$ cat src/hw/tx_sync_fifo.sv
`timescale 1ns/100ps

module tx_sync_fifo #(
  parameter int  DEPTH  = 16,
  parameter type data_t = logic [7:0]
) (
  input  logic                       clk,
  input  logic                       rst,
  input  data_t                      in_data,
  input  logic                       in_valid,
  output logic                       in_ready,
  output data_t                      out_data,
  output logic                       out_valid,
  input  logic                       out_ready,
  output logic [$clog2(DEPTH+1)-1:0] occupancy
);

  localparam int PTR_W = (DEPTH > 1) ? $clog2(DEPTH) : 1;
  localparam int CNT_W = $clog2(DEPTH + 1);
  localparam logic [PTR_W-1:0] LAST_SLOT = PTR_W'(DEPTH - 1);
  localparam logic [CNT_W-1:0] FULL = CNT_W'(DEPTH);

  data_t            mem [DEPTH];
  logic [PTR_W-1:0] wr_ptr;
  logic [PTR_W-1:0] rd_ptr;
  logic             push;
  logic             pop;

  assign in_ready  = occupancy != FULL;
  assign out_valid = occupancy != '0;
  assign out_data  = mem[rd_ptr];
  assign push      = in_valid & in_ready;
  assign pop       = out_valid & out_ready;

  // Storage is written in place and has no reset.
  always_ff @(posedge clk) begin
    if (push) begin
      mem[wr_ptr] <= in_data;
    end
  end

  always_ff @(posedge clk) begin
    if (rst) begin
      wr_ptr    <= '0;
      rd_ptr    <= '0;
      occupancy <= '0;
    end else begin
      if (push) begin
        wr_ptr <= (wr_ptr == LAST_SLOT) ? '0 : wr_ptr + 1'b1;
      end
      if (pop) begin
        rd_ptr <= (rd_ptr == LAST_SLOT) ? '0 : rd_ptr + 1'b1;
      end
      case ({push, pop})
        2'b10:   occupancy <= occupancy + 1'b1;
        2'b01:   occupancy <= occupancy - 1'b1;
        default: occupancy <= occupancy;
      endcase
    end
  end

endmodule

$ cat config.mk
export PLATFORM = sky130hd
export DESIGN_NAME = tx_sync_fifo
export DESIGN_NICKNAME = d
export VERILOG_FILES = /design/src/hw/tx_sync_fifo.sv
export SDC_FILE = /design/constraint.sdc
export NUM_CORES = 1
export LEC_CHECK = 0
export ABC_AREA = 1
export BUFFER_PORTS_ARGS = -buffer_cell sky130_fd_sc_hd__buf_2
export CAP_MARGIN = 30
export CORE_MARGIN = 2
export CORE_UTILIZATION = 40
export DETAILED_ROUTE_END_ITERATION = 10
export HOLD_SLACK_MARGIN = 0.06
export RECOVER_POWER = 25
export SYNTH_ARGS = -nofsm -noshare
export SYNTH_HDL_FRONTEND = slang
export SYNTH_SLANG_ARGS = --single-unit
$ cat constraint.sdc
create_clock -name clk -period 2.3 [get_ports clk]
set_input_delay 0.23 -clock clk [delete_from_list [all_inputs] [get_ports clk]]
set_output_delay 0.23 -clock clk [all_outputs]
set_load 0.1 [all_outputs]
==> flow_summary_export.csv <==
group,metric,value,unit
outcome,status,"finished clean",
routing,avgViaCountPerCell,5.082,
sta,slew-limit-headroom,45.93,%
routing,drt_wl_total,12940,um
layout,nNetsFinal,608,
global_route,antenna_found_initial,0,
die,die_h,128.6,um
global_route,overflow,0,
die,start_util,40.86,%
layout,n_antenna_cell,0,
layout,syn2layout_area_growth,18.67,%
global_route,grt_pass1_vias,3823,
sta,worst_pin_slew,0.8111,ns
hold_path,hp-class,"in -> reg",
clock_network,clk_pin_slew,0.05,ns
clock_network,clockBufferDepth,2,
routing,via_count,4010,
job,maxCapViolCount,0,
layout,seqCellArea,4208,um2
power_and_ir_drop,p_leak,2.753,nW
yosys,postSynth.asyncResetShare,0,%
global_route,grtUsageMet2,27.07,%
sta,hold_viol_final,0,
die,die-area,16540,um2
global_route,grt_usage,16.99,%
clock_network,cts-root-buf,"clkbuf_16",
global_route,grt_max_degree,53,
sta,fin_worst_skew,0.007517,ns
yosys,synth_edf_count,128,
placement,hpwl,8380,um
clock_network,cts_tree,"yes",
worst_setup_path,arrival,2.40,ns
yosys,syn-mean-instance-area,11.38,um2
global_route,grt_pass1_wl,20660,um
layout,fin_cells,789,
power_and_ir_drop,powerDensity,1190,nW/um2
routing,first_pass_iters,4,
yosys,ys_seq_area_share,67.35,%
layout,fill_cells,1342,
yosys,syn-cell-area,6212,um2
clock_network,cts.sink_count,145,
placement,place.port_buffers,26,
placement,dp_cells,756,
worst_setup_path,start_kind,"flop",
routing,wl_per_cell,16.40,um
sta,finalWorstSetupSlack,0.2084,ns
sta,setup_viol,0,
die,ios,27,
worst_setup_path,worst_ep_required_time,2.61,ns
yosys,synth-seq-cells,145,
yosys,yosys_warnings,0,
placement,post-place-ws,0.2355,ns
sta,fmax,478.1,MHz
worst_setup_path,path_class,"reg -> reg",
die,core,15200,um2
worst_setup_path,end_kind,"flop",
placement,placedInstanceArea,6808,um2
sta,maxSlewViolCount,0,
global_route,use_met3,5.156,%
clock_network,cts_made_buffers,17,
power_and_ir_drop,ir_worst_vdd,0.8954,mV
yosys,synthFlopType,"edfxtp_1",
layout,multi_input_area,1580,um2
power_and_ir_drop,total_power,8.774,mW
layout,drive_gt1_share,15.64,%
yosys,synth_cell_type_count,25,
die,rows,45,
clock_network,htree_levels,4,
global_route,gr-usage-met1,22.06,%
routing,postRouteAntennaNets,0,
routing,remaining_drc_errors,0,
yosys,synth_nets,566,
clock_network,post_cts_buffers,0,
routing,initialDrtViolationCount,416,
sta,post-route-period-util,90.94,%
yosys,syn_inst,546,
placement,gp_congestion,0.7963,
global_route,top_usage_layer,"met2",
die,die-width,128.6,um
worst_setup_path,cp_max_fo,8,
sta,rsz0062_at_grt,"false",
clock_network,insertion_delay,0.42,ns
sta,layout_min_cycle_time,2.092,ns
layout,final_area,7372,um2
cells in the mapped netlist, types with 2 or more instances:
cell type | number | area share (%)
inv_2 | 2 | 0.12
o21ai_0 | 40 | 3.2
o211ai_1 | 22 | 2.7
edfxtp_1 | 128 | 62
o211ai_2 | 10 | 2.0
clkbuf_1 | 4 | 0.24
nand3_1 | 58 | 4.7
buf_2 | 15 | 1.2
buf_4 | 2 | 0.24
a21oi_1 | 43 | 3.5
nor2_1 | 28 | 1.7
xor2_1 | 4 | 0.56
o21ai_1 | 2 | 0.16
dfxtp_1 | 17 | 5.5
ha_1 | 8 | 1.6
buf_6 | 4 | 0.73
nand2_1 | 69 | 4.2
inv_1 | 83 | 5.0
registers in the layout, summed over array words and instances, names as in the netlist, named ones only:
register and count:
mem 128, rd_ptr 4, wr_ptr 4, occupancy 5
cell families after synthesis:
| family | after synthesis | share of synthesized area, % |
|---|---|---|
| AND/OR/NAND/NOR | 160 | 11.20 |
| flip-flops | 145 | 67.35 |
| AO/OA/AOI/OAI | 117 | 11.52 |
| buffers and inverters | 111 | 7.613 |
| adder cells (fa/ha/maj) | 8 | 1.611 |
| XOR/XNOR | 5 | 0.7049 |
report_power, final:
part           internal (mW)  switching [mW]
Combinational          0.954            2.08
Sequential              3.02           0.153
Clock                   1.58           0.991
Total                   5.55            3.22
layer usage:
layer	wire length (um)	vias to the layer above	part of all wire, %
li1	-	1976	-
met1	6124	1927	47
met2	6113	88	47
met3	449	19	3.5
met4	252	0	1.9
met5	0	-	0
worst max-delay path, stage by stage, from the launching register on:
cell     delay [ns]
dfxtp_4        0.36
nor2_4         0.14
nand4_1        0.15
nand2_2        0.16
inv_4          0.07
ha_4           0.19
nand2_1        0.08
inv_1          0.05
nor2_2         0.13
ha_2           0.18
inv_1          0.03
nand2_1        0.08
nand3_1        0.11
nand3_1        0.08
nand2_1        0.05
nor2_1         0.08
nor2_1         0.04
path summary, 6_finish.rpt:
check        slack, ns  cells after the start            to          from
max               0.21                     16  occupancy[4]  occupancy[2]
min               0.20                      4     wr_ptr[2]      in_valid
max reg2reg       0.21                     16  occupancy[4]  occupancy[2]
min reg2reg       0.50                      2     wr_ptr[0]     wr_ptr[0]
repair_timing:
item	4_1_cts	5_1_grt
setup endpoints to repair	0	6
hold buffers	1	0
gates resized for setup	0	2
hold endpoints to repair	1	0
per-stage QoR:
| stage | hold WS, ns | utilization [%] | TNS (ns) |
|---|---|---|---|
| global route | 0.2099 | 48.49 | 0 |
| CTS | 0.1782 | 48.49 | 0 |
| floorplan | 0.2991 | - | -13.42 |
| global placement | 0.4818 | 44.78 | 0 |
| detailed placement | 0.4898 | 44.78 | 0 |
| finish | 0.1988 | 48.49 | 0 |
cell usage in the layout (no fill, tap or decap), types with 2 or more instances in the layout:
cell / instances
o21ai_1: 4
inv_1: 83
clkinv_4: 2
clkbuf_16: 17
a21oi_1: 43
clkinvlp_4: 2
xor2_1: 4
clkinv_2: 2
ha_1: 6
o211ai_2: 10
nor2_1: 27
clkbuf_1: 8
buf_12: 12
nand2_1: 68
o21ai_0: 38
bufinv_16: 2
clkinv_1: 4
buf_2: 13
dfxtp_4: 6
o211ai_1: 22
dfxtp_1: 10
nand3_1: 58
edfxtp_1: 128
buf_4: 17
final cells by class:
cell class / instances / share of cell area [%]
well taps: 188 / 3.191
clock inverters: 12 / 1.595
repair buffers: 49 / 6.415
multi-input cells: 290 / 21.44
inverters: 85 / 4.362
flip-flops and latches: 145 / 57.08
clock buffers: 20 / 5.923
Power figures use the tool's default switching activity.
