`src/hw/tx_defines.svh`:
```
`ifndef TX_DEFINES_SVH
`define TX_DEFINES_SVH

// Flit geometry.
`define TX_FLIT_BYTES 64
`define TX_DATA_W 512

// Field widths shared by descriptors, metadata and completions.
`define TX_QUEUE_ID_W 6
`define TX_HEAD_W 12
`define TX_LEN_W 20

// Queue depths, in entries.
`define TX_META_DEPTH 32
`define TX_PKT_DEPTH 64
`define TX_PRIO_DEPTH 32
`define TX_CFG_DEPTH 8

// Free entries each queue still has when waitrequest rises.
`define TX_WREQ_ALLOWANCE 4

// Descriptor signal value that marks a configuration descriptor.
`define TX_CFG_SIGNAL 2

`endif

```
`src/hw/tx_pkg.sv`:
```
`include "tx_defines.svh"

package tx_pkg;

  // Transmit descriptor as software writes it to the ring.
  typedef struct packed {
    logic [7:0]                                    signal;
    logic [`TX_LEN_W-1:0]                          length;
    logic [63:0]                                   addr;
    logic [`TX_DATA_W-1-8-`TX_LEN_W-64:0]          pad;
  } tx_dsc_t;

  // One mover write carries either a descriptor or a raw flit.
  typedef union packed {
    tx_dsc_t                 dsc;
    logic [`TX_DATA_W-1:0]   flit;
  } rddm_write_t;

  // Destination address of a mover write. The queue and ring slot ride in
  // the address bits above the 64-byte alignment.
  typedef struct packed {
    logic [63-1-`TX_HEAD_W-`TX_QUEUE_ID_W-6:0] pad;
    logic                                      descriptor;
    logic [`TX_HEAD_W-1:0]                     head;
    logic [`TX_QUEUE_ID_W-1:0]                 queue_id;
    logic [5:0]                                align;
  } rddm_dst_addr_t;

  // Read request for the mover's priority queue.
  typedef struct packed {
    logic [63:0]            src_addr;
    rddm_dst_addr_t         dst_addr;
    logic [`TX_LEN_W-2:0]   nb_dwords;
    logic [7:0]             descriptor_id;
    logic                   single_dst;
  } rddm_desc_t;

  typedef struct packed {
    logic [`TX_QUEUE_ID_W-1:0] queue_id;
    logic [`TX_HEAD_W-1:0]     head;
    logic [`TX_LEN_W-1:0]      total_bytes;
    logic [63:0]               transfer_addr;
    logic                      config_only;
  } tx_meta_t;

  typedef struct packed {
    logic [`TX_QUEUE_ID_W-1:0] queue_id;
    logic [`TX_HEAD_W-1:0]     head;
    logic [63:0]               transfer_addr;
    logic [`TX_LEN_W-1:0]      length;
  } tx_compl_t;

  typedef struct packed {
    logic [`TX_DATA_W-1:0] data;
    logic                  sop;
    logic                  eop;
    logic [5:0]            empty;
  } tx_flit_t;

endpackage

```
`src/hw/tx_packet_streamer.sv`:
```
`timescale 1ns/100ps
`include "tx_defines.svh"

module tx_packet_streamer import tx_pkg::*; (
  input  logic                  clk,
  input  logic                  rst,
  input  tx_meta_t              meta_data,
  input  logic                  meta_valid,
  output logic                  meta_ready,
  input  logic [`TX_DATA_W-1:0] flit_data,
  input  logic                  flit_valid,
  output logic                  flit_ready,
  output tx_flit_t              out_pkt,
  output logic                  out_pkt_valid,
  input  logic                  out_pkt_ready,
  output tx_compl_t             compl,
  output logic                  compl_valid,
  input  logic                  compl_ready,
  output logic [31:0]           batch_cnt
);

  localparam logic [`TX_LEN_W-1:0] FLIT_BYTES = `TX_FLIT_BYTES;

  tx_meta_t             cur_meta;
  logic                 batch_open;
  logic [`TX_LEN_W-1:0] batch_left;
  logic [`TX_LEN_W-1:0] pkt_left;
  logic                 next_sop;
  logic                 pkt_slot;
  logic                 compl_slot;
  logic                 meta_no_data;
  logic                 last_flit;
  logic [`TX_LEN_W-1:0] first_len;
  logic [`TX_LEN_W-1:0] cur_pkt_left;
  logic                 flit_eop;
  logic                 meta_pop;
  logic                 flit_pop;

  function automatic tx_compl_t to_compl(tx_meta_t m);
    tx_compl_t c;
    c.queue_id      = m.queue_id;
    c.head          = m.head;
    c.transfer_addr = m.transfer_addr;
    c.length        = m.total_bytes;
    return c;
  endfunction

  // An output register can take a new result when empty or draining now.
  assign pkt_slot   = ~out_pkt_valid | out_pkt_ready;
  assign compl_slot = ~compl_valid | compl_ready;

  assign meta_no_data = meta_data.config_only | (meta_data.total_bytes == '0);
  assign last_flit    = batch_left <= FLIT_BYTES;

  // The last flit of a batch also produces the completion, so it waits for
  // room in both registers.
  assign meta_ready = ~batch_open & (~meta_no_data | compl_slot);
  assign flit_ready = batch_open & pkt_slot & (~last_flit | compl_slot);
  assign meta_pop   = meta_valid & meta_ready;
  assign flit_pop   = flit_valid & flit_ready;

  // Packet length sits in bytes 16 and 17 of the first flit, network order.
  assign first_len    = {{(`TX_LEN_W-16){1'b0}}, flit_data[135:128], flit_data[143:136]};
  assign cur_pkt_left = next_sop ? first_len : pkt_left;
  assign flit_eop     = cur_pkt_left <= FLIT_BYTES;

  //////////////////////////////////////////////////////////////////////
  // Batch and packet state
  //////////////////////////////////////////////////////////////////////

  always_ff @(posedge clk) begin
    if (rst) begin
      batch_open    <= 1'b0;
      next_sop      <= 1'b1;
      batch_left    <= '0;
      pkt_left      <= '0;
      out_pkt_valid <= 1'b0;
      compl_valid   <= 1'b0;
      batch_cnt     <= '0;
    end else begin
      if (out_pkt_ready) begin
        out_pkt_valid <= 1'b0;
      end
      if (compl_ready) begin
        compl_valid <= 1'b0;
      end

      if (meta_pop) begin
        next_sop   <= 1'b1;
        batch_left <= meta_data.total_bytes;
        if (meta_no_data) begin
          compl_valid <= 1'b1;
          batch_cnt   <= batch_cnt + 1'b1;
        end else begin
          batch_open <= 1'b1;
        end
      end

      if (flit_pop) begin
        out_pkt_valid <= 1'b1;
        next_sop      <= flit_eop;
        pkt_left      <= cur_pkt_left - FLIT_BYTES;
        batch_left    <= batch_left - FLIT_BYTES;
        if (last_flit) begin
          batch_open  <= 1'b0;
          compl_valid <= 1'b1;
          batch_cnt   <= batch_cnt + 1'b1;
        end
      end
    end
  end

  always_ff @(posedge clk) begin
    if (meta_pop) begin
      cur_meta <= meta_data;
    end
    if (flit_pop) begin
      out_pkt.data  <= flit_data;
      out_pkt.sop   <= next_sop;
      out_pkt.eop   <= flit_eop;
      out_pkt.empty <= '0;
    end
    if (meta_pop & meta_no_data) begin
      compl <= to_compl(meta_data);
    end else if (flit_pop & last_flit) begin
      compl <= to_compl(cur_meta);
    end
  end

endmodule

```
`config.mk`:
```
export PLATFORM = sky130hd
export DESIGN_NAME = tx_packet_streamer
export DESIGN_NICKNAME = d
export VERILOG_FILES = /design/src/hw/tx_pkg.sv /design/src/hw/tx_packet_streamer.sv
export VERILOG_INCLUDE_DIRS = /design/src /design/src/hw
export SDC_FILE = /design/constraint.sdc
export NUM_CORES = 1
export LEC_CHECK = 0
export BUFFER_PORTS_ARGS = -buffer_cell sky130_fd_sc_hd__buf_2
export CAP_MARGIN = 30
export CORE_AREA = 2 2 505 507
export CTS_CLUSTER_DIAMETER = 50
export CTS_CLUSTER_SIZE = 16
export DETAILED_ROUTE_END_ITERATION = 16
export DIE_AREA = 0 0 507 509
export PLACE_DENSITY = 0.33
export REMOVE_ABC_BUFFERS = 1
export SLEW_MARGIN = 10
export SYNTH_ARGS = -nofsm -noshare
export SYNTH_HDL_FRONTEND = slang
export SYNTH_SLANG_ARGS = --single-unit
```
`constraint.sdc`:
```
create_clock -name clk -period 32 [get_ports clk]
set_input_delay 1.6 -clock clk [delete_from_list [all_inputs] [get_ports clk]]
set_output_delay 1.6 -clock clk [all_outputs]
set_load 0.01 [all_outputs]
```
==> metrics <==
Seq/Total Area, Yosys=between 80% and 90%; Max Clock Freq=about 200 MHz; overall power=0.003077 W; most common cell after layout, fill and taps aside=buf_2; router iterations before antenna repair=5; nets=3601; WL/cell=27.61 um; Distinct cells, synth=between 50 and 60; vias in the first global route=roughly 20000; Switch Pwr=~0.0008 W; Pint=between 0.002 and 0.0025 W; Setup Fix Bufs, Post-CTS=0; async set-reset flop share out of synthesis=0%; Global Route Usage Sum=a little over an eighth; IO Count=1279; largest net degree at the start of global routing=~160; Max Slew Vio Count=0; pwr dens=71.54 nW/um^2; CTS tree=yes; Clock Skews=around 0.065 ns; Worst R2R Path Depth=9; CP endpoint kind=primary output; post-route setup TNS=0 ns; Hold Path Class=reg2reg; Die ar.=258100 sq um; Warnings, synthesis=0; Clk Latency, worst-skew pair=slightly above 0.8 ns; H-tree lvl count=4; WHS Path Cells=2; CP Launch Type=input port; Worst-Margin Slew=approximately 1.0 ns; row cnt=approximately 190; final hold viol count=0; synthesized area=roughly 27000 sq um; Port Buffer Count=about 1300; critical path, cell by cell=buf_2 > nor4_2 > and3_1 > a31oi_1 > nor2_1 > nor2_1 > buf_2; Slowest cell on crit path=nor4_2; Inserted Clock Buffers=~160; crit path max fanout=4; Post-synth EDFFs=718; initial antenna violation count=about 150; clock root buffer=clkbuf_16; core area=~250000 sq um; Max-slew headroom=30.37%; Clock Power Share=a little under three fifths; gp weighted congestion=a little over 0.8; Final setup viols=0; first-pass GRT wire length=approximately 220000 um; commonest cells after routing, fill and taps aside=1273 x buf_2, 718 x edfxtp_1, 356 x nand2_1, 158 x clkbuf_16, 76 x dfxtp_1; cts hold-fix bufs=0; register bit total from synthesis=between 700 and 800; Combinational Power Share=~6.1%; switching share of power=26.67%; Most used DFF post-synth=edfxtp_1; Max stage delay on crit path=around 0.57 ns; total congestion overflow=0; Reg power frac=between 30% and 40%; DR DRC count=0; layout cell share with drive strength beyond 1=between 50% and 60%; crit path kind=in2out; Via density=between 3 and 4; worst path arrival time=between 3 and 4 ns; routed vias=between 20000 and 25000; worst vdd ir=~0.046 mV; MaxCap Viol Count=0; syn_area_per_cell=around 17 sq um; clock sinks=~800; r2r setup slk=between 20 and 30 ns; DR iter-0 viols=1417; chip width=slightly above 500 um; critical path required time=between 30 and 40 ns; Tmin final=roughly 5.0 ns; Die Ht=roughly 510 um; P&R area growth vs syn=59.35%; final wirelength=roughly 180000 um; clock slew at reported path FFs=about 0.040 ns; DPL Wire Length=~150000 um; Leakage Power=about 17 nW; Clock Tree Buf Depth=3; cell count after synthesis=approximately 1600; RSZ-0062 raised after global routing=false; Starting Density=10.68%; Final Cycle Share=15.71%; remaining antenna violation count=0; post_cts resized=0; status=complete, no violations
-- kinds of logic (layout without fill, tap and decap cells) --
kind of cell	count (synthesis)	in the layout	share of synthesized area, %
AO/OA/AOI/OAI	137	137	3.241
adder cells (fa/ha/maj)	5	5	0.2318
flip-flops	794	794	85.53
AND/OR/NAND/NOR	530	530	8.517
buffers and inverters	73	1596	1.219
multiplexers	10	10	0.3709
other	1	29	0.01390
XOR/XNOR	27	27	0.8762
-- per-stage QoR --
step	worst slack (ns)	util, %	hold slack, ns	instance area [sq um]	std cells
6_report	26.97	17.01	0.4562	43000	6494
5_1_grt	26.80	17.00	0.4806	42960	6476
4_1_cts	26.82	16.98	0.4561	42920	6470
3_5_place_dp	26.40	14.85	0.4501	37540	6181
3_3_place_gp	25.90	14.84	0.4459	37500	6179
2_1_floorplan	17.82	-	0.4296	26740	1525
-- path summary, 6_finish.rpt --
path	startpoint	to
hold / removal	batch_left[4]	batch_left[4]
setup / recovery	meta_data[76]	meta_ready
setup reg to reg	batch_left[6]	out_pkt[462]
hold reg to reg	batch_left[4]	batch_left[4]
-- per-layer routing --
metal,track usage (%),vias up,wire length [um]
met5,0,-,405
met4,3.536,64,4867
met3,8.694,371,26740
met2,22.46,1138,86660
met1,13.40,9940,60600
li1,-,8767,-
-- Yosys cell counts (10+ instances only) --
library cell  number  share of area, %
edfxtp_1         718                80
nand2_1          357               5.0
dfxtp_1           76               5.6
nor2_1            54              0.75
a21oi_1           43              0.80
clkbuf_1          29              0.40
o21ai_0           29              0.54
nand3_1           23              0.43
or3_1             17              0.39
inv_1             16              0.22
xnor2_1           16              0.52
nor3_1            15              0.28
buf_2             14              0.26
a31oi_1           13              0.30
nor4_1            13              0.30
and3_1            11              0.26
xor2_1            11              0.36
mux2i_1           10              0.37
-- area by class of cell --
cell class / count / area (sq um)
timing repair buffer: 1291 / 6571
antenna: 23 / 57.56
sequential: 794 / 23080
tap: 3366 / 4212
fill: 28013 / 209800
multi-input combinational: 715 / 3633
inverter: 16 / 72.57
clock inverter: 123 / 1381
clock buffer: 166 / 3994
-- power by group through the flow --
stage               Clock, W  Sequential [W]  Combinational, W
floorplan                  0         0.00124         0.0000462
global placement           0         0.00122          0.000195
detailed placement         0         0.00122          0.000195
CTS                  0.00175         0.00120          0.000196
global route         0.00178         0.00120          0.000206
finish               0.00169         0.00120          0.000188
-- flip-flops by register name, summed over array words and instances (netlist names), 20 cells and up --
signal / count
batch_cnt: 32
batch_left: 20
compl: 102
cur_meta: 102
out_pkt: 514
pkt_left: 20
-- critical path, delay by kind of cell --
kind | cells | cell delay [ns]
simple gates | 4 | 1.31
compound gates | 1 | 0.18
buf+inv | 2 | 0.32
Note: power is estimated with default switching activity, not from simulation.
