[src/hw/tx_defines.svh]
`ifndef TX_DEFINES_SVH
`define TX_DEFINES_SVH

// Flit geometry.
`define TX_FLIT_BYTES 64
`define TX_DATA_W 512

// Field widths shared by descriptors, metadata and completions.
`define TX_QUEUE_ID_W 6
`define TX_HEAD_W 12
`define TX_LEN_W 20

// Queue depths, in entries.
`define TX_META_DEPTH 32
`define TX_PKT_DEPTH 64
`define TX_PRIO_DEPTH 32
`define TX_CFG_DEPTH 8

// Free entries each queue still has when waitrequest rises.
`define TX_WREQ_ALLOWANCE 4

// Descriptor signal value that marks a configuration descriptor.
`define TX_CFG_SIGNAL 2

`endif

[src/hw/tx_pkg.sv]
`include "tx_defines.svh"

package tx_pkg;

  // Transmit descriptor as software writes it to the ring.
  typedef struct packed {
    logic [7:0]                                    signal;
    logic [`TX_LEN_W-1:0]                          length;
    logic [63:0]                                   addr;
    logic [`TX_DATA_W-1-8-`TX_LEN_W-64:0]          pad;
  } tx_dsc_t;

  // One mover write carries either a descriptor or a raw flit.
  typedef union packed {
    tx_dsc_t                 dsc;
    logic [`TX_DATA_W-1:0]   flit;
  } rddm_write_t;

  // Destination address of a mover write. The queue and ring slot ride in
  // the address bits above the 64-byte alignment.
  typedef struct packed {
    logic [63-1-`TX_HEAD_W-`TX_QUEUE_ID_W-6:0] pad;
    logic                                      descriptor;
    logic [`TX_HEAD_W-1:0]                     head;
    logic [`TX_QUEUE_ID_W-1:0]                 queue_id;
    logic [5:0]                                align;
  } rddm_dst_addr_t;

  // Read request for the mover's priority queue.
  typedef struct packed {
    logic [63:0]            src_addr;
    rddm_dst_addr_t         dst_addr;
    logic [`TX_LEN_W-2:0]   nb_dwords;
    logic [7:0]             descriptor_id;
    logic                   single_dst;
  } rddm_desc_t;

  typedef struct packed {
    logic [`TX_QUEUE_ID_W-1:0] queue_id;
    logic [`TX_HEAD_W-1:0]     head;
    logic [`TX_LEN_W-1:0]      total_bytes;
    logic [63:0]               transfer_addr;
    logic                      config_only;
  } tx_meta_t;

  typedef struct packed {
    logic [`TX_QUEUE_ID_W-1:0] queue_id;
    logic [`TX_HEAD_W-1:0]     head;
    logic [63:0]               transfer_addr;
    logic [`TX_LEN_W-1:0]      length;
  } tx_compl_t;

  typedef struct packed {
    logic [`TX_DATA_W-1:0] data;
    logic                  sop;
    logic                  eop;
    logic [5:0]            empty;
  } tx_flit_t;

endpackage

[src/hw/rddm_write_decoder.sv]
`timescale 1ns/100ps
`include "tx_defines.svh"

module rddm_write_decoder import tx_pkg::*; (
  input  logic                  clk,
  input  logic                  rst,
  input  logic [`TX_HEAD_W:0]   rb_size,
  input  logic                  rddm_write,
  input  rddm_dst_addr_t        rddm_address,
  input  rddm_write_t           rddm_writedata,
  input  logic                  waitrequest,
  output rddm_desc_t            prio_data,
  output logic                  prio_valid,
  output tx_meta_t              meta_data,
  output logic                  meta_valid,
  output logic [`TX_DATA_W-1:0] flit_data,
  output logic                  flit_valid,
  output tx_dsc_t               cfg_data,
  output logic                  cfg_valid,
  output logic [31:0]           dsc_cnt,
  output logic [31:0]           pkt_cnt
);

  logic                      accept;
  logic                      is_dsc;
  logic                      is_cfg;
  tx_dsc_t                   dsc;
  logic [`TX_HEAD_W-1:0]     head_mask;
  logic [`TX_QUEUE_ID_W-1:0] last_qid;
  logic                      last_qid_invalid;
  logic [`TX_HEAD_W-1:0]     last_head;
  logic [`TX_HEAD_W-1:0]     cur_head;
  logic [`TX_LEN_W:0]        len_round;
  rddm_dst_addr_t            pkt_dst;
  rddm_desc_t                req;
  tx_meta_t                  meta;

  assign accept = rddm_write & ~waitrequest;
  assign is_dsc = rddm_address.descriptor;
  assign dsc    = rddm_writedata.dsc;
  assign is_cfg = dsc.signal == `TX_CFG_SIGNAL;

  // rb_size is a power of two, so the mask is simply one below it.
  assign head_mask = rb_size[`TX_HEAD_W-1:0] - 1'b1;

  // Descriptors of one queue arrive back to back, so only the first one
  // after a queue change takes its head from the address.
  assign cur_head = (!last_qid_invalid && rddm_address.queue_id == last_qid) ?
                    ((last_head + 1'b1) & head_mask) : rddm_address.head;

  always_comb begin
    pkt_dst            = rddm_address;
    pkt_dst.descriptor = 1'b0;
    pkt_dst.head       = cur_head;

    len_round = {1'b0, dsc.length} + 2'd3;

    req.src_addr      = dsc.addr;
    req.dst_addr      = pkt_dst;
    req.nb_dwords     = len_round[`TX_LEN_W:2];
    req.descriptor_id = 8'd1;
    req.single_dst    = 1'b1;

    meta.queue_id      = rddm_address.queue_id;
    meta.head          = cur_head;
    meta.total_bytes   = dsc.length;
    meta.transfer_addr = dsc.addr;
    meta.config_only   = is_cfg;
  end

  //////////////////////////////////////////////////////////////////////
  // Queue pushes and head tracking
  //////////////////////////////////////////////////////////////////////

  always_ff @(posedge clk) begin
    if (rst) begin
      prio_valid       <= 1'b0;
      meta_valid       <= 1'b0;
      flit_valid       <= 1'b0;
      cfg_valid        <= 1'b0;
      last_qid_invalid <= 1'b1;
      dsc_cnt          <= '0;
      pkt_cnt          <= '0;
    end else begin
      prio_valid <= accept & is_dsc & ~is_cfg;
      meta_valid <= accept & is_dsc;
      cfg_valid  <= accept & is_dsc & is_cfg;
      flit_valid <= accept & ~is_dsc;
      if (accept & is_dsc) begin
        last_qid_invalid <= 1'b0;
        dsc_cnt          <= dsc_cnt + 1'b1;
      end
      if (accept & ~is_dsc) begin
        pkt_cnt <= pkt_cnt + 1'b1;
      end
    end
  end

  // The payload registers load every cycle. Only the valids above matter.
  always_ff @(posedge clk) begin
    prio_data <= req;
    meta_data <= meta;
    cfg_data  <= dsc;
    flit_data <= rddm_writedata.flit;
    if (accept & is_dsc) begin
      last_qid  <= rddm_address.queue_id;
      last_head <= cur_head;
    end
  end

endmodule

[config.mk]
export PLATFORM = sky130hd
export DESIGN_NAME = rddm_write_decoder
export DESIGN_NICKNAME = d
export VERILOG_FILES = /design/src/hw/tx_pkg.sv /design/src/hw/rddm_write_decoder.sv
export VERILOG_INCLUDE_DIRS = /design/src /design/src/hw
export SDC_FILE = /design/constraint.sdc
export NUM_CORES = 1
export LEC_CHECK = 0
export ABC_CLOCK_PERIOD_IN_PS = 5800
export BUFFER_PORTS_ARGS = -buffer_cell sky130_fd_sc_hd__buf_2
export CAP_MARGIN = 20
export CORE_AREA = 2 2 760 762
export DETAILED_ROUTE_END_ITERATION = 12
export DIE_AREA = 0 0 762 764
export PLACE_DENSITY = 0.3
export SLEW_MARGIN = 5
export SYNTH_ARGS = -nofsm -noshare
export SYNTH_HDL_FRONTEND = slang
export SYNTH_SLANG_ARGS = --single-unit
[constraint.sdc]
create_clock -name clk -period 5.8 [get_ports clk]
set_clock_uncertainty 0.2 [all_clocks]
set_input_delay 0.58 -clock clk [delete_from_list [all_inputs] [get_ports clk]]
set_output_delay 0.58 -clock clk [all_outputs]
set_load 0.02 [all_outputs]
==> results.md, run 1 <==
- The height of the chip is roughly 760 µm.
- The number of warnings reported in the yosys synthesis log is 0.
- The cell count after synthesis is ~1,800.
- The endpoint of the most critical register-to-register path is pkt_cnt[10].
- The biggest area contributor in the post-synthesis netlist is sky130_fd_sc_hd__dfxtp_1.
- After clock tree synthesis, the clock-pin slew on the worst setup and hold paths is ~0.060 ns.
- Counting every sink on the clock net gives between 600 and 700.
- The top-area cell type share of the netlist area is 0.618.
- The count of cells along the worst hold path is 2.
- The share of synthesized registers carrying an async set or reset is 0.
- Pin placement for this block handled approximately 2,000 I/O pins.
- In this run the tool buffered the top-level ports with between 1,500 and 2,000 buffer cells.
- In this run, synthesis inferred 18 flip-flops with an integrated enable.
- The net count of the finished layout is 4,318.
- After detailed routing, the number of vias per cell comes to ~1.9.
- The total DRC errors in the routed layout is 0.
- Synthesis inferred 682 register bits.
- The endpoint class of the critical path is an output port.
- The die covers ~580,000 µm².
- The area of the placeable core is 575,000 µm².
- The number of global-route vias before repair is about 21,000.
- The number of vias in the routed layout is about 22,000.
- The number of gates resized after CTS was 0.
- Counting both buffers and inverters, the worst setup path holds a total of 1.
- The cell count along the critical path is 1.
- The mean area per synthesized cell is 12.1 µm².
- For this run, the register share of the synthesized area comes to 0.643.
- Along the worst path, the maximum fanout reaches 4.
- After detailed routing, the average wire length per cell comes to about 27 µm.
- The TritonCTS buffer count is between 100 and 150.
- The total global routing track utilization is 0.101.
- The critical path goes through buf_2.
- The clock tree from TritonCTS is yes.
- The number of cells on the worst reg-to-reg path is 6.
- The transition time at the pin with the least slew margin is ~1.0 ns.
- The clock tree synthesis step divided the H-tree into 3 levels.
- The synthesis-to-finish area growth is 110%.
- The floorplan step set the die width to 762 µm.
- Setup repair after global routing left no endpoint under its margin.
- At the worst endpoint, the required time is between 5 and 6 ns.
- The part of the cycle the worst path needs is 0.508.
- The clock tree buffer depth is 4.
- At the worst endpoint, the arrival time is about 2.2 ns.
- Static timing analysis puts the maximum clock frequency at between 300 and 400 MHz.
- The violation count after the first detailed-route iteration is 1,274.
- The flow ran to the end, and the final reports show no timing, DRC or antenna violations.
- The detail route stage leaves a number of antenna-violating nets equal to 0.
- The number of pins exceeding their max-slew limit in the final report is 0.
- The worst hold path begins at rddm_writedata[50].
- For this design the ratio of total power to cell area is about 310 nW/µm².
- The cell sitting at the root of the clock tree is a sky130_fd_sc_hd__clkbuf_16.
- The number of hold violations in the final report is 0.
- The global-route wire length before repair is 349,000 µm.
- The total leakage power is approximately 18 nW.
- The initial cell density of the core is 0.0374.
- The library cells used most frequently in the layout, excluding fill and tap cells, are sky130_fd_sc_hd__buf_2, sky130_fd_sc_hd__dfxtp_1, sky130_fd_sc_hd__dlygate4sd3_1.
- The clock latency at the later pin of the worst-skew pair is 0.85 ns.
- The total congestion overflow after global routing is 0.
- The worst pin sits at a relative slew slack of 0.330.
- After detailed routing, the total wire length is ~310,000 µm.
- The launch instance of the worst register-to-register path is pkt_cnt[0].
- Setup violations remaining at the end of the flow were counted as 0.
- The HPWL after detailed placement is ~280,000 µm.
- The longest individual stage delay on the worst path is about 1 ns.
- The final critical delay including setup and external delays is around 2.9 ns.
- Yosys attributes the largest share of cell area to sky130_fd_sc_hd__dfxtp_1, sky130_fd_sc_hd__buf_4, sky130_fd_sc_hd__edfxtp_1.
- The number of max-cap violations is 0.
- Leaving out fill and tap cells, the most frequent cell in the layout is sky130_fd_sc_hd__buf_2.
- The number of antenna violations at the first check in global routing is between 300 and 400.
- Among all flip-flop cells after synthesis, the most frequent one is sky130_fd_sc_hd__dfxtp_1.
- For hold timing, the worst endpoint is cfg_data[50].
- The synthesized netlist occupies a cell area of 21,500 µm².
- Counting distinct cell types in the post-synthesis netlist gives 41.
- The slowest stage of the critical path belongs to the cell sky130_fd_sc_hd__dfxtp_1.
- Setup total negative slack on the finished layout was measured at 0 ns.
- The worst hold path belongs to the class in2reg.
- The worst register-to-register path has a setup slack of a little under 3 ns.
- The proportion of layout cells with a drive suffix above 1 is 0.555.
- For this run, the detailed router's first-pass iteration total came to 5.
- Hold is met by ~0.15 ns.
- Routability-driven placement finished with a final weighted congestion of 0.887.
- Entering global routing, the biggest net connects 36 pins.
- The cell family with the largest share of critical-path delay is flip-flops.
- The maximum vdd ir drop is ~0.23 mV.
- STA classifies the critical path startpoint as a register.
- The category of the most critical setup path is reg2out.
- The floorplan has ~280 rows.
==> metal layers <==
layer,vias to the layer above,GRT usage,share of wire
met4,204,0.0316,0.039
met3,678,0.0622,0.14
met5,-,0,0.0043
li1,9050,-,-
met2,1939,0.148,0.41
met1,10198,0.121,0.40
==> worst max path at each step <==
| stage | start | end | slack, ns |
|---|---|---|---|
| 6_report | cfg_data[468] | cfg_data[468] | 2.85 |
| 5_1_grt | dsc_cnt[0] | dsc_cnt[26] | 2.67 |
| 4_1_cts | cfg_data[436] | flit_data[436] | 2.59 |
| 3_5_place_dp | rddm_address[24] | pkt_cnt[10] | 2.52 |
| 3_3_place_gp | rddm_address[24] | pkt_cnt[10] | 2.52 |
| 2_1_floorplan | waitrequest | dsc_cnt[25] | 3.31 |
==> where the power goes <==
part	total [mW]	leakage [nW]	switching [mW]	internal, mW
clock	6.55	1.65	2.72	3.84
combinational	2.24	11.0	1.51	0.728
sequential	5.22	5.74	0.276	4.94
total	14.0	18.4	4.50	9.50
==> cell type report <==
cell class	count	area, µm²
clock buffers	141	2890
inverters	11	41.3
flip-flops and latches	682	13800
fillers	67143	530000
well taps	7587	9490
diodes	126	315
repair buffers	2536	15700
clock inverters	42	492
multi-input cells	387	2420
==> kinds of logic (layout without fill, tap and decap cells) <==
logic type	after synthesis	in the layout	share of synthesized area
and+or+nand+nor	244	244	0.0595
other	2	136	0.000349
adders and majority gates	4	4	0.00233
xor gates and xnor gates	98	98	0.0399
DFF	682	682	0.643
AOI/OAI and AO/OA	31	31	0.00896
buffers and inverters	717	2730	0.246
==> sequential cells by signal (all words and copies together) (netlist names) <==
signal / flops
prio_valid: 1
last_qid_invalid: 1
cfg_valid: 1
meta_valid: 1
flit_valid: 1
cfg_data: 509
flit_data: 3
pkt_cnt: 32
last_head: 12
meta_data: 19
last_qid: 6
dsc_cnt: 32
prio_data: 64
==> synth_stat cells, types with 2 or more instances <==
cell	number
sky130_fd_sc_hd__clkbuf_1	13
sky130_fd_sc_hd__nand3_1	24
sky130_fd_sc_hd__and2_1	5
sky130_fd_sc_hd__buf_2	2
sky130_fd_sc_hd__xor2_1	44
sky130_fd_sc_hd__nor3_1	15
sky130_fd_sc_hd__xnor2_1	54
sky130_fd_sc_hd__and4b_1	2
sky130_fd_sc_hd__o21ai_0	8
sky130_fd_sc_hd__nand4_1	28
sky130_fd_sc_hd__nor3b_1	2
sky130_fd_sc_hd__inv_1	11
sky130_fd_sc_hd__nand2b_1	2
sky130_fd_sc_hd__ha_1	4
sky130_fd_sc_hd__nor4_1	13
sky130_fd_sc_hd__or3_1	7
sky130_fd_sc_hd__conb_1	2
sky130_fd_sc_hd__and3_1	14
sky130_fd_sc_hd__and4_1	10
sky130_fd_sc_hd__a21oi_1	9
sky130_fd_sc_hd__o31ai_1	11
sky130_fd_sc_hd__nor2_1	67
sky130_fd_sc_hd__edfxtp_1	18
sky130_fd_sc_hd__buf_4	689
sky130_fd_sc_hd__nand2_1	45
sky130_fd_sc_hd__dfxtp_1	664
==> stage by stage <==
| stage | setup WS [ns] | cells | instance area [µm²] | total power [mW] | util |
|---|---|---|---|---|---|
| after floorplan | 3.31 | 1786 | 21500 | 6.15 | - |
| after global placement | 2.52 | 10608 | 35500 | 7.06 | 0.0618 |
| after detailed placement | 2.52 | 10609 | 35500 | 7.05 | 0.0618 |
| after CTS | 2.59 | 11386 | 44900 | 14.5 | 0.0781 |
| after global routing | 2.67 | 11452 | 45000 | 14.6 | 0.0783 |
| final | 2.85 | 11512 | 45200 | 14.0 | 0.0786 |
==> what timing repair did <==
action,4_1_cts,5_1_grt
hold endpoints to repair,634,0
buffers inserted,0,0
hold buffers,594,0
No activity file was read; power rests on OpenSTA's default activity.
==> run 2, diff against run 1 <==
--- a/config.mk
+++ b/config.mk
@@ -6,12 +6,12 @@
 export SDC_FILE = /design/constraint.sdc
 export NUM_CORES = 1
 export LEC_CHECK = 0
-export ABC_CLOCK_PERIOD_IN_PS = 5800
+export ABC_CLOCK_PERIOD_IN_PS = 2850
 export BUFFER_PORTS_ARGS = -buffer_cell sky130_fd_sc_hd__buf_2
 export CAP_MARGIN = 20
-export CORE_AREA = 2 2 760 762
+export CORE_AREA = 2 2 767 769
 export DETAILED_ROUTE_END_ITERATION = 12
-export DIE_AREA = 0 0 762 764
+export DIE_AREA = 0 0 769 771
 export PLACE_DENSITY = 0.3
 export SLEW_MARGIN = 5
 export SYNTH_ARGS = -nofsm -noshare
==> constraint.sdc (replaced) <==
create_clock -name clk -period 2.85 [get_ports clk]
set_clock_uncertainty 0.2 [all_clocks]
set_input_delay 0.285 -clock clk [delete_from_list [all_inputs] [get_ports clk]]
set_output_delay 0.285 -clock clk [all_outputs]
set_load 0.02 [all_outputs]
==> run 2 against run 1 <==
  * Utilization grew 0.76 points
  * Final cell count rose by 5.9%
  * Critical path depth stayed put
  * Total power up 110%
  * First-iteration DRC count grew 7.8%
  * Clock-buffer cell count is 16 lower
  * Sequential power increased by 100%
  * Clock power grew 110%
  * Die area grew 1.8%
  * Combinational power is 130% higher
==> results.md, run 2 (synthesized netlist as in run 1, its figures left out) <==
- The CTS sink count was 682 (unchanged).
- The total global routing track utilization is 0.105 (+0.00433).
- The average via count per standard cell came to 1.98 (+3.3%).
- The proportion of layout cells with a drive suffix above 1 is 0.499 (-0.0563).
- The placed wire-length estimate after detailed placement came to 299,000 µm (+5.3%).
- TritonCTS built the clock tree.
- The final standard cell count with taps included and fillers excluded is 12,194 (+5.9%).
- The transition time at the pin with the least slew margin is 0.938 ns (-0.0667 ns).
- The setup slack at placement is 0.496 ns (-2.03 ns).
- The total DRC errors in the routed layout is 0 (unchanged).
- The number of post-CTS setup repair buffers is 0 (unchanged).
- The number of global-route vias before repair is 22,529 (+9.9%).
- The class of the worst hold path is in2reg.
- The achievable clock frequency is between 300 and 400 MHz.
- The least setup slack across all paths after layout was 0.215 ns (-2.64 ns).
- The most frequent standard cell in the layout excluding fill and tap cells is sky130_fd_sc_hd__buf_2.
- The master of the slowest instance on the critical path is sky130_fd_sc_hd__dfxtp_1.
- The worst setup path is captured at an output port.
- The part of the cycle the worst path needs is 0.924.
- Setup repair after global routing left no endpoint under its margin.
- The worst setup path is launched from a register.
- The H-tree level count is 3 (unchanged).
- The final critical delay including setup and external delays is roughly 2.6 ns.
- The largest net degree at the start of global routing was 34 (-5.6%).
- The remaining antenna violation count is 0 (unchanged).
- The number of cells in the design after placement is 10,829 (+2.1%).
- The number of hold violations in the final report is 0 (unchanged).
- The violation count after the first detailed-route iteration is 1,374 (+7.8%).
- The critical path data arrival time was 2.15 ns (-0.02 ns).
- The critical path in this run is classified as reg2out.
- The longest individual stage delay on the worst path is 0.90 ns (-0.08 ns).
- The number of rows created at floorplan is 281 (+0.72%).
- The TritonCTS buffer count came to 100 (-2.9%).
- The maximum vdd ir drop is 0.467 mV (+100%).
- The number of vias in the routed layout is 24,151 (+9.4%).
- The width of the chip was 769 µm (+0.92%).
- The count of buffer and inverter cells on the critical path came to 1 (unchanged).
- The number of antenna violations at the first check in global routing was 387 (+1.3%).
- The run finished with clean final reports.
- The sum of negative setup slack is 0 ns (unchanged).
- The total leakage power was 20.5 nW (+11%).
- The placer congestion estimate is 0.892 (+0.56%).
- The power density normalized to cell area is 582 nW/µm² (+88%).
- The total wire length came to 328,000 µm (+6.1%).
- The clock-pin slew on the worst setup and hold paths came to 0.06 ns (about the same).
- The area of the placeable core is 584,000 µm² (+1.6%).
- Traced cell by cell, the critical path runs through buf_2.
- The final-report setup violation count is 0 (unchanged).
- The synthesis-to-finish area growth is 134%.
- The worst slew slack as a fraction of its limit is 0.374 (+0.0445).
- The number of flip-flops under the largest register name is 509 (unchanged).
- The clock tree buffer depth is 4 (unchanged).
- The number of max-cap violations is 0 (unchanged).
- The clock latency at the later pin of the worst-skew pair is 0.86 ns (about the same).
- The worst hold margin was 0.0868 ns (-0.0651 ns).
- The largest fanout on the critical path is 5 (+1).
- The initial cell density of the core was 0.0368 (-0.000602).
- The iteration count of the initial detailed-routing pass is 5 (unchanged).
- The height of the chip is 771 µm (+0.92%).
- The number of ports placed on the die boundary is 1,944 (unchanged).
- The number of pins exceeding their max-slew limit in the final report was 0 (unchanged).
- The number of buffers inserted by port buffering is 1,932 (unchanged).
- The area of the die was 593,000 µm² (+1.8%).
- The root cell of the clock tree is sky130_fd_sc_hd__clkbuf_16.
- The net total in the final layout is 4,815 (+12%).
- The library cells used most frequently in the layout, excluding fill and tap cells, are sky130_fd_sc_hd__buf_2, sky130_fd_sc_hd__dlygate4sd3_1, sky130_fd_sc_hd__dfxtp_1.
- The cell family with the largest share of critical-path delay is flip-flops.
- The total congestion overflow after global routing is 0 (unchanged).
- The power after layout came to 29.3 mW (+110%).
- The largest registers in the layout are cfg_data x509, prio_data x64.
- The global-route wire length before repair was 372,000 µm (+6.4%).
- The register bank with the most flops is cfg_data.
- The detailed-route wire length per cell is 26.9 µm (+0.18%).
- The critical path required time is 2.37 ns (-2.65 ns).
## run 2: worst paths after layout
| check | startpoint | endpoint | slack [ns] | cells past startpoint |
|---|---|---|---|---|
| max reg2reg | last_qid[2] | last_head[7] | 0.40 | 6 |
| min reg2reg | pkt_cnt[1] | pkt_cnt[1] | 0.30 | 2 |
| min | rddm_writedata[260] | cfg_data[260] | 0.09 | 2 |
| max | cfg_data[480] | flit_data[480] | 0.22 | 1 |
## run 2: per-stage QoR
stage               area (µm²)    util
floorplan                21500       -
global placement         36000  0.0616
detailed placement       36000  0.0616
CTS                      50100  0.0857
global route             50300  0.0860
finish                   50400  0.0862
## run 2: routing by layer
layer / share of wire / GRT usage
met5: 0.0049 / 0
met4: 0.053 / 0.0427
met3: 0.15 / 0.0656
met2: 0.41 / 0.155
met1: 0.39 / 0.122
## run 2: power by group
group / switching, mW / internal, mW
combinational: 3.31 / 1.92
clock: 5.58 / 7.90
sequential: 0.571 / 10.1
total: 9.46 / 19.9
## run 2: cell type report
cell class,instances,area [µm²]
diodes,120,300
clock buffers,125,2730
clock inverters,51,688
fillers,68317,534000
inverters,11,41.3
multi-input cells,387,2420
flip-flops and latches,682,13800
well taps,7782,9740
repair buffers,3036,20600
## run 2: repair_timing
action | CTS | global route
gates resized for setup | 2 | 0
hold endpoints to repair | 682 | 0
hold buffers | 1069 | 0
setup endpoints to repair | 5 | 0
==> run 3, diff against run 2 <==
--- a/config.mk
+++ b/config.mk
@@ -6,12 +6,13 @@
 export SDC_FILE = /design/constraint.sdc
 export NUM_CORES = 1
 export LEC_CHECK = 0
+export ABC_AREA = 1
 export ABC_CLOCK_PERIOD_IN_PS = 2850
 export BUFFER_PORTS_ARGS = -buffer_cell sky130_fd_sc_hd__buf_2
 export CAP_MARGIN = 20
-export CORE_AREA = 2 2 767 769
+export CORE_AREA = 2 2 752 754
 export DETAILED_ROUTE_END_ITERATION = 12
-export DIE_AREA = 0 0 769 771
+export DIE_AREA = 0 0 754 756
 export PLACE_DENSITY = 0.3
 export SLEW_MARGIN = 5
 export SYNTH_ARGS = -nofsm -noshare
==> run 3 against run 2 <==
  * Critical path depth is the same
  * Sequential share of layout area down 0.27 points
  * Final cell count increased by 0.90%
==> results.md, run 3 <==
- The achievable clock frequency is 370 MHz (-2.6%).
- The number of rows created at floorplan is 276 (-1.8%).
- The count of distinct cell types in the synthesized netlist is 29 (-29%).
- The share of the synthesized netlist area taken by xor and xnor gates was 0.0113 (-0.0286).
- The number of post-CTS setup repair buffers was 0 (unchanged).
- The worst hold margin is 0.0792 ns (-0.00758 ns).
- The worst slew slack as a fraction of its limit is 0.370 (-0.00454).
- The clock tree from TritonCTS is yes.
- More flip-flops sit in one register than any other, and that register is cfg_data.
- The total DRC errors in the routed layout is 0 (unchanged).
- The cell count after synthesis is 2,159 (+21%).
- The clock tree buffer depth is 4 (unchanged).
- The power share of the combinational group is 0.170 (-0.008).
- The area of the die is 570,000 µm² (-3.9%).
- The library cell used most frequently in the layout, excluding fill and tap cells, is sky130_fd_sc_hd__buf_2.
- The cell area after synthesis was 22,500 µm² (+4.7%).
- The total leakage power was 21.3 nW (+3.7%).
- The number of hold violations in the final report came to 0 (unchanged).
- The placed wire-length estimate after detailed placement is 298,000 µm (-0.30%).
- The fraction of power spent switching nets was 0.321 (-0.00192).
- The number of max-cap violations is 0 (unchanged).
- The final critical delay including setup and external delays is 2.71 ns (+0.0708 ns).
- The width of the chip is 754 µm (-2.0%).
- The total of fill cells in the finished design is 65,705 (-3.8%).
- The violation count after the first detailed-route iteration is 1,406 (+2.3%).
- The area after detailed placement is 36,500 µm² (+1.5%).
- The number of antenna violations at the first check in global routing is 418 (+8.0%).
- The portion of the post-synthesis area used by sequential elements was 0.614 (-0.0286).
- For this design, the slowest cell found on the critical path is sky130_fd_sc_hd__dfxtp_1.
- The run finished with clean final reports.
- The critical path required time is 2.37 ns (about the same).
- The adder-cell area share of the yosys netlist is 0.00222 (-0.000104).
- Setup repair after global routing left no endpoint under its margin.
- The CTS sink count is 682 (unchanged).
- The global-route wire length before repair came to 379,000 µm (+1.9%).
- The number of flip-flops under the largest register name is 509 (unchanged).
- The number of pins exceeding their max-slew limit in the final report is 0 (unchanged).
- The largest registers in the layout are cfg_data x509, prio_data x64.
- The number of vias in the routed layout is 25,810 (+6.9%).
- The number of warnings reported in the yosys synthesis log is 0 (unchanged).
- The category of the most critical setup path is reg2out.
- The proportion of layout cells with a drive suffix above 1 is 0.461 (-0.0378).
- The number of ports placed on the die boundary came to 1,944 (unchanged).
- The final standard cell count with taps included and fillers excluded is 12,304 (+0.90%).
- Traced cell by cell, the critical path runs through buf_2.
- The number of synthesized register bits came to 682 (unchanged).
- The share of synthesized registers carrying an async set or reset is 0 (unchanged).
- The remaining antenna violation count is 0 (unchanged).
- The library cells used most frequently in the layout, excluding fill and tap cells, are sky130_fd_sc_hd__buf_2, sky130_fd_sc_hd__dlygate4sd3_1, sky130_fd_sc_hd__dfxtp_1.
- The area of the placeable core is 563,000 µm² (-3.7%).
- The power spent charging and discharging nets came to 9.63 mW (+1.8%).
- The least setup slack across all paths after layout is 0.145 ns (-0.0708 ns).
- The final-report setup violation count came to 0 (unchanged).
- The number of global-route vias before repair was 23,860 (+5.9%).
- The longest individual stage delay on the worst path is 0.90 ns (about the same).
- The multiplexer fraction of the synthesized cell area came to 0 (unchanged).
- The post-synthesis compound-gate area fraction came to 0.0122 (+0.00327).
- The average via count per standard cell is 2.10 (+5.9%).
- The share of power burned in the clock network came to 0.476 (+0.017).
- The total global routing track utilization is 0.110 (+0.00500).
- The detailed-route wire length per cell is 26.7 µm (-0.51%).
- The largest fanout on the critical path is 4 (-1).
- The setup slack at placement is 0.632 ns (+0.135 ns).
- The initial cell density of the core was 0.0400 (+0.00321).
- The top-area cell type share of the netlist area is 0.590 (-0.0275).
- The leading area contributor after synthesis is sky130_fd_sc_hd__dfxtp_1.
- The number of enable flip-flop cells after synthesis is 18 (unchanged).
- The startpoint identified for the worst hold timing path is rddm_writedata[233].
- The H-tree level count came to 3 (unchanged).
- The largest net degree at the start of global routing is 49 (+44%).
- The endpoint class of the critical path is an output port.
- The count of buffer and inverter cells on the critical path is 1 (unchanged).
- The root cell of the clock tree is sky130_fd_sc_hd__clkbuf_16.
- In this run the critical register-to-register path is launched from last_qid[4].
- The class of the worst hold path is in2reg.
- The TritonCTS buffer count is 106 (+6.0%).
- The mean area per synthesized cell is 10.4 µm² (-14%).
- The core utilization of the finished layout is 0.0904 (+0.00417).
- The number of buffers inserted by port buffering came to 1,932 (unchanged).
- The net total in the final layout came to 5,149 (+6.9%).
- The transition time at the pin with the least slew margin was 0.944 ns (+0.00680 ns).
- The final instance area is 50,900 µm² (+0.93%).
- The leading cell type by number of instances after synthesis is sky130_fd_sc_hd__buf_4.
- The critical path data arrival time was 2.22 ns (+0.07 ns).
- By area, the combinational part of the netlist is dominated by buffers and inverters.
- The iteration count of the initial detailed-routing pass is 5 (unchanged).
- The synthesis-to-finish area growth is 126%.
- The placer congestion estimate is 0.938 (+5.1%).
- The basic-gate share of the synthesized area counting and, or, nand and nor cells is 0.106 (+0.0461).
- The power density normalized to cell area is 591 nW/µm² (+1.5%).
- The maximum vdd ir drop is 0.520 mV (+11%).
- The number of cells in the design after placement is 10,919 (+0.83%).
- The total wire length came to 329,000 µm (+0.39%).
- The power after layout was 30.0 mW (+2.4%).
- The sum of negative setup slack is 0 ns (unchanged).
- The total congestion overflow after global routing is 0 (unchanged).
- The sequential share of power is 0.354 (-0.008).
- The start point of the critical path is cfg_data[441].
- The height of the chip is 756 µm (-1.9%).
- The part of the cycle the worst path needs came to 0.949 (+0.0248).
- Among all flip-flop cells after synthesis, the most frequent one is sky130_fd_sc_hd__dfxtp_1.
- The internal power component came to 20.4 mW (+2.7%).
- By area the synthesized netlist is led by sky130_fd_sc_hd__dfxtp_1, sky130_fd_sc_hd__buf_4, sky130_fd_sc_hd__nand2_1.
- The clock latency at the later pin of the worst-skew pair was 0.88 ns (+0.02 ns).
- The cell family with the largest share of critical-path delay is flip-flops.
- The commonest cells after synthesis are sky130_fd_sc_hd__buf_4, sky130_fd_sc_hd__dfxtp_1, sky130_fd_sc_hd__nand2_1.
- The clock-pin slew on the worst setup and hold paths came to 0.06 ns (about the same).
- The startpoint type of the worst setup path is a register.
==> run 3: worst paths after layout <==
kind	end	slack [ns]	depth (start not counted)
worst min register to register	pkt_cnt[9]	0.31	1
worst min-delay path	cfg_data[233]	0.08	2
worst max register to register	last_head[6]	0.30	8
worst max-delay path	cfg_data[441]	0.14	1
==> run 3: area by class of cell <==
cell class / instances / area [µm²] / share of cell area
timing repair buffer: 2976 / 20100 / 0.395
sequential: 682 / 13800 / 0.272
tap: 7506 / 9390 / 0.185
clock buffer: 142 / 3010 / 0.0592
multi-input combinational: 653 / 3000 / 0.0590
clock inverter: 40 / 594 / 0.0117
inverter: 133 / 499 / 0.00982
antenna: 172 / 430 / 0.00846
==> run 3: power groups by stage <==
stage               clock (mW)  sequential [mW]  combinational [mW]
CTS                       15.1             10.7                5.29
detailed placement           0             10.9                3.63
global placement             0             10.9                3.65
floorplan                    0             11.1                1.49
finish                    14.3             10.6                5.11
global route              15.3             10.7                5.41
==> run 3: per-layer routing <==
metal	wire [µm]	vias up	track usage
met5	1120	-	0
met4	12300	176	0.0324
met3	47000	630	0.0662
met2	143000	2015	0.172
met1	126000	11968	0.126
li1	-	11021	-
==> run 3: what timing repair did <==
item,in CTS,in global routing
endpoints found under the setup margin,1,0
hold endpoints to repair,682,0
hold buffers,1031,0
gates resized for setup,1,0
==> run 3: logic make-up (layout without fill, tap and decap cells) <==
family / count (synthesis) / count (layout)
buffers and inverters: 832 / 3291
flip-flops: 682 / 682
AND/OR/NAND/NOR: 557 / 557
AO/OA/AOI/OAI: 53 / 53
XOR/XNOR: 29 / 29
adder cells (fa/ha/maj): 4 / 4
other: 2 / 182
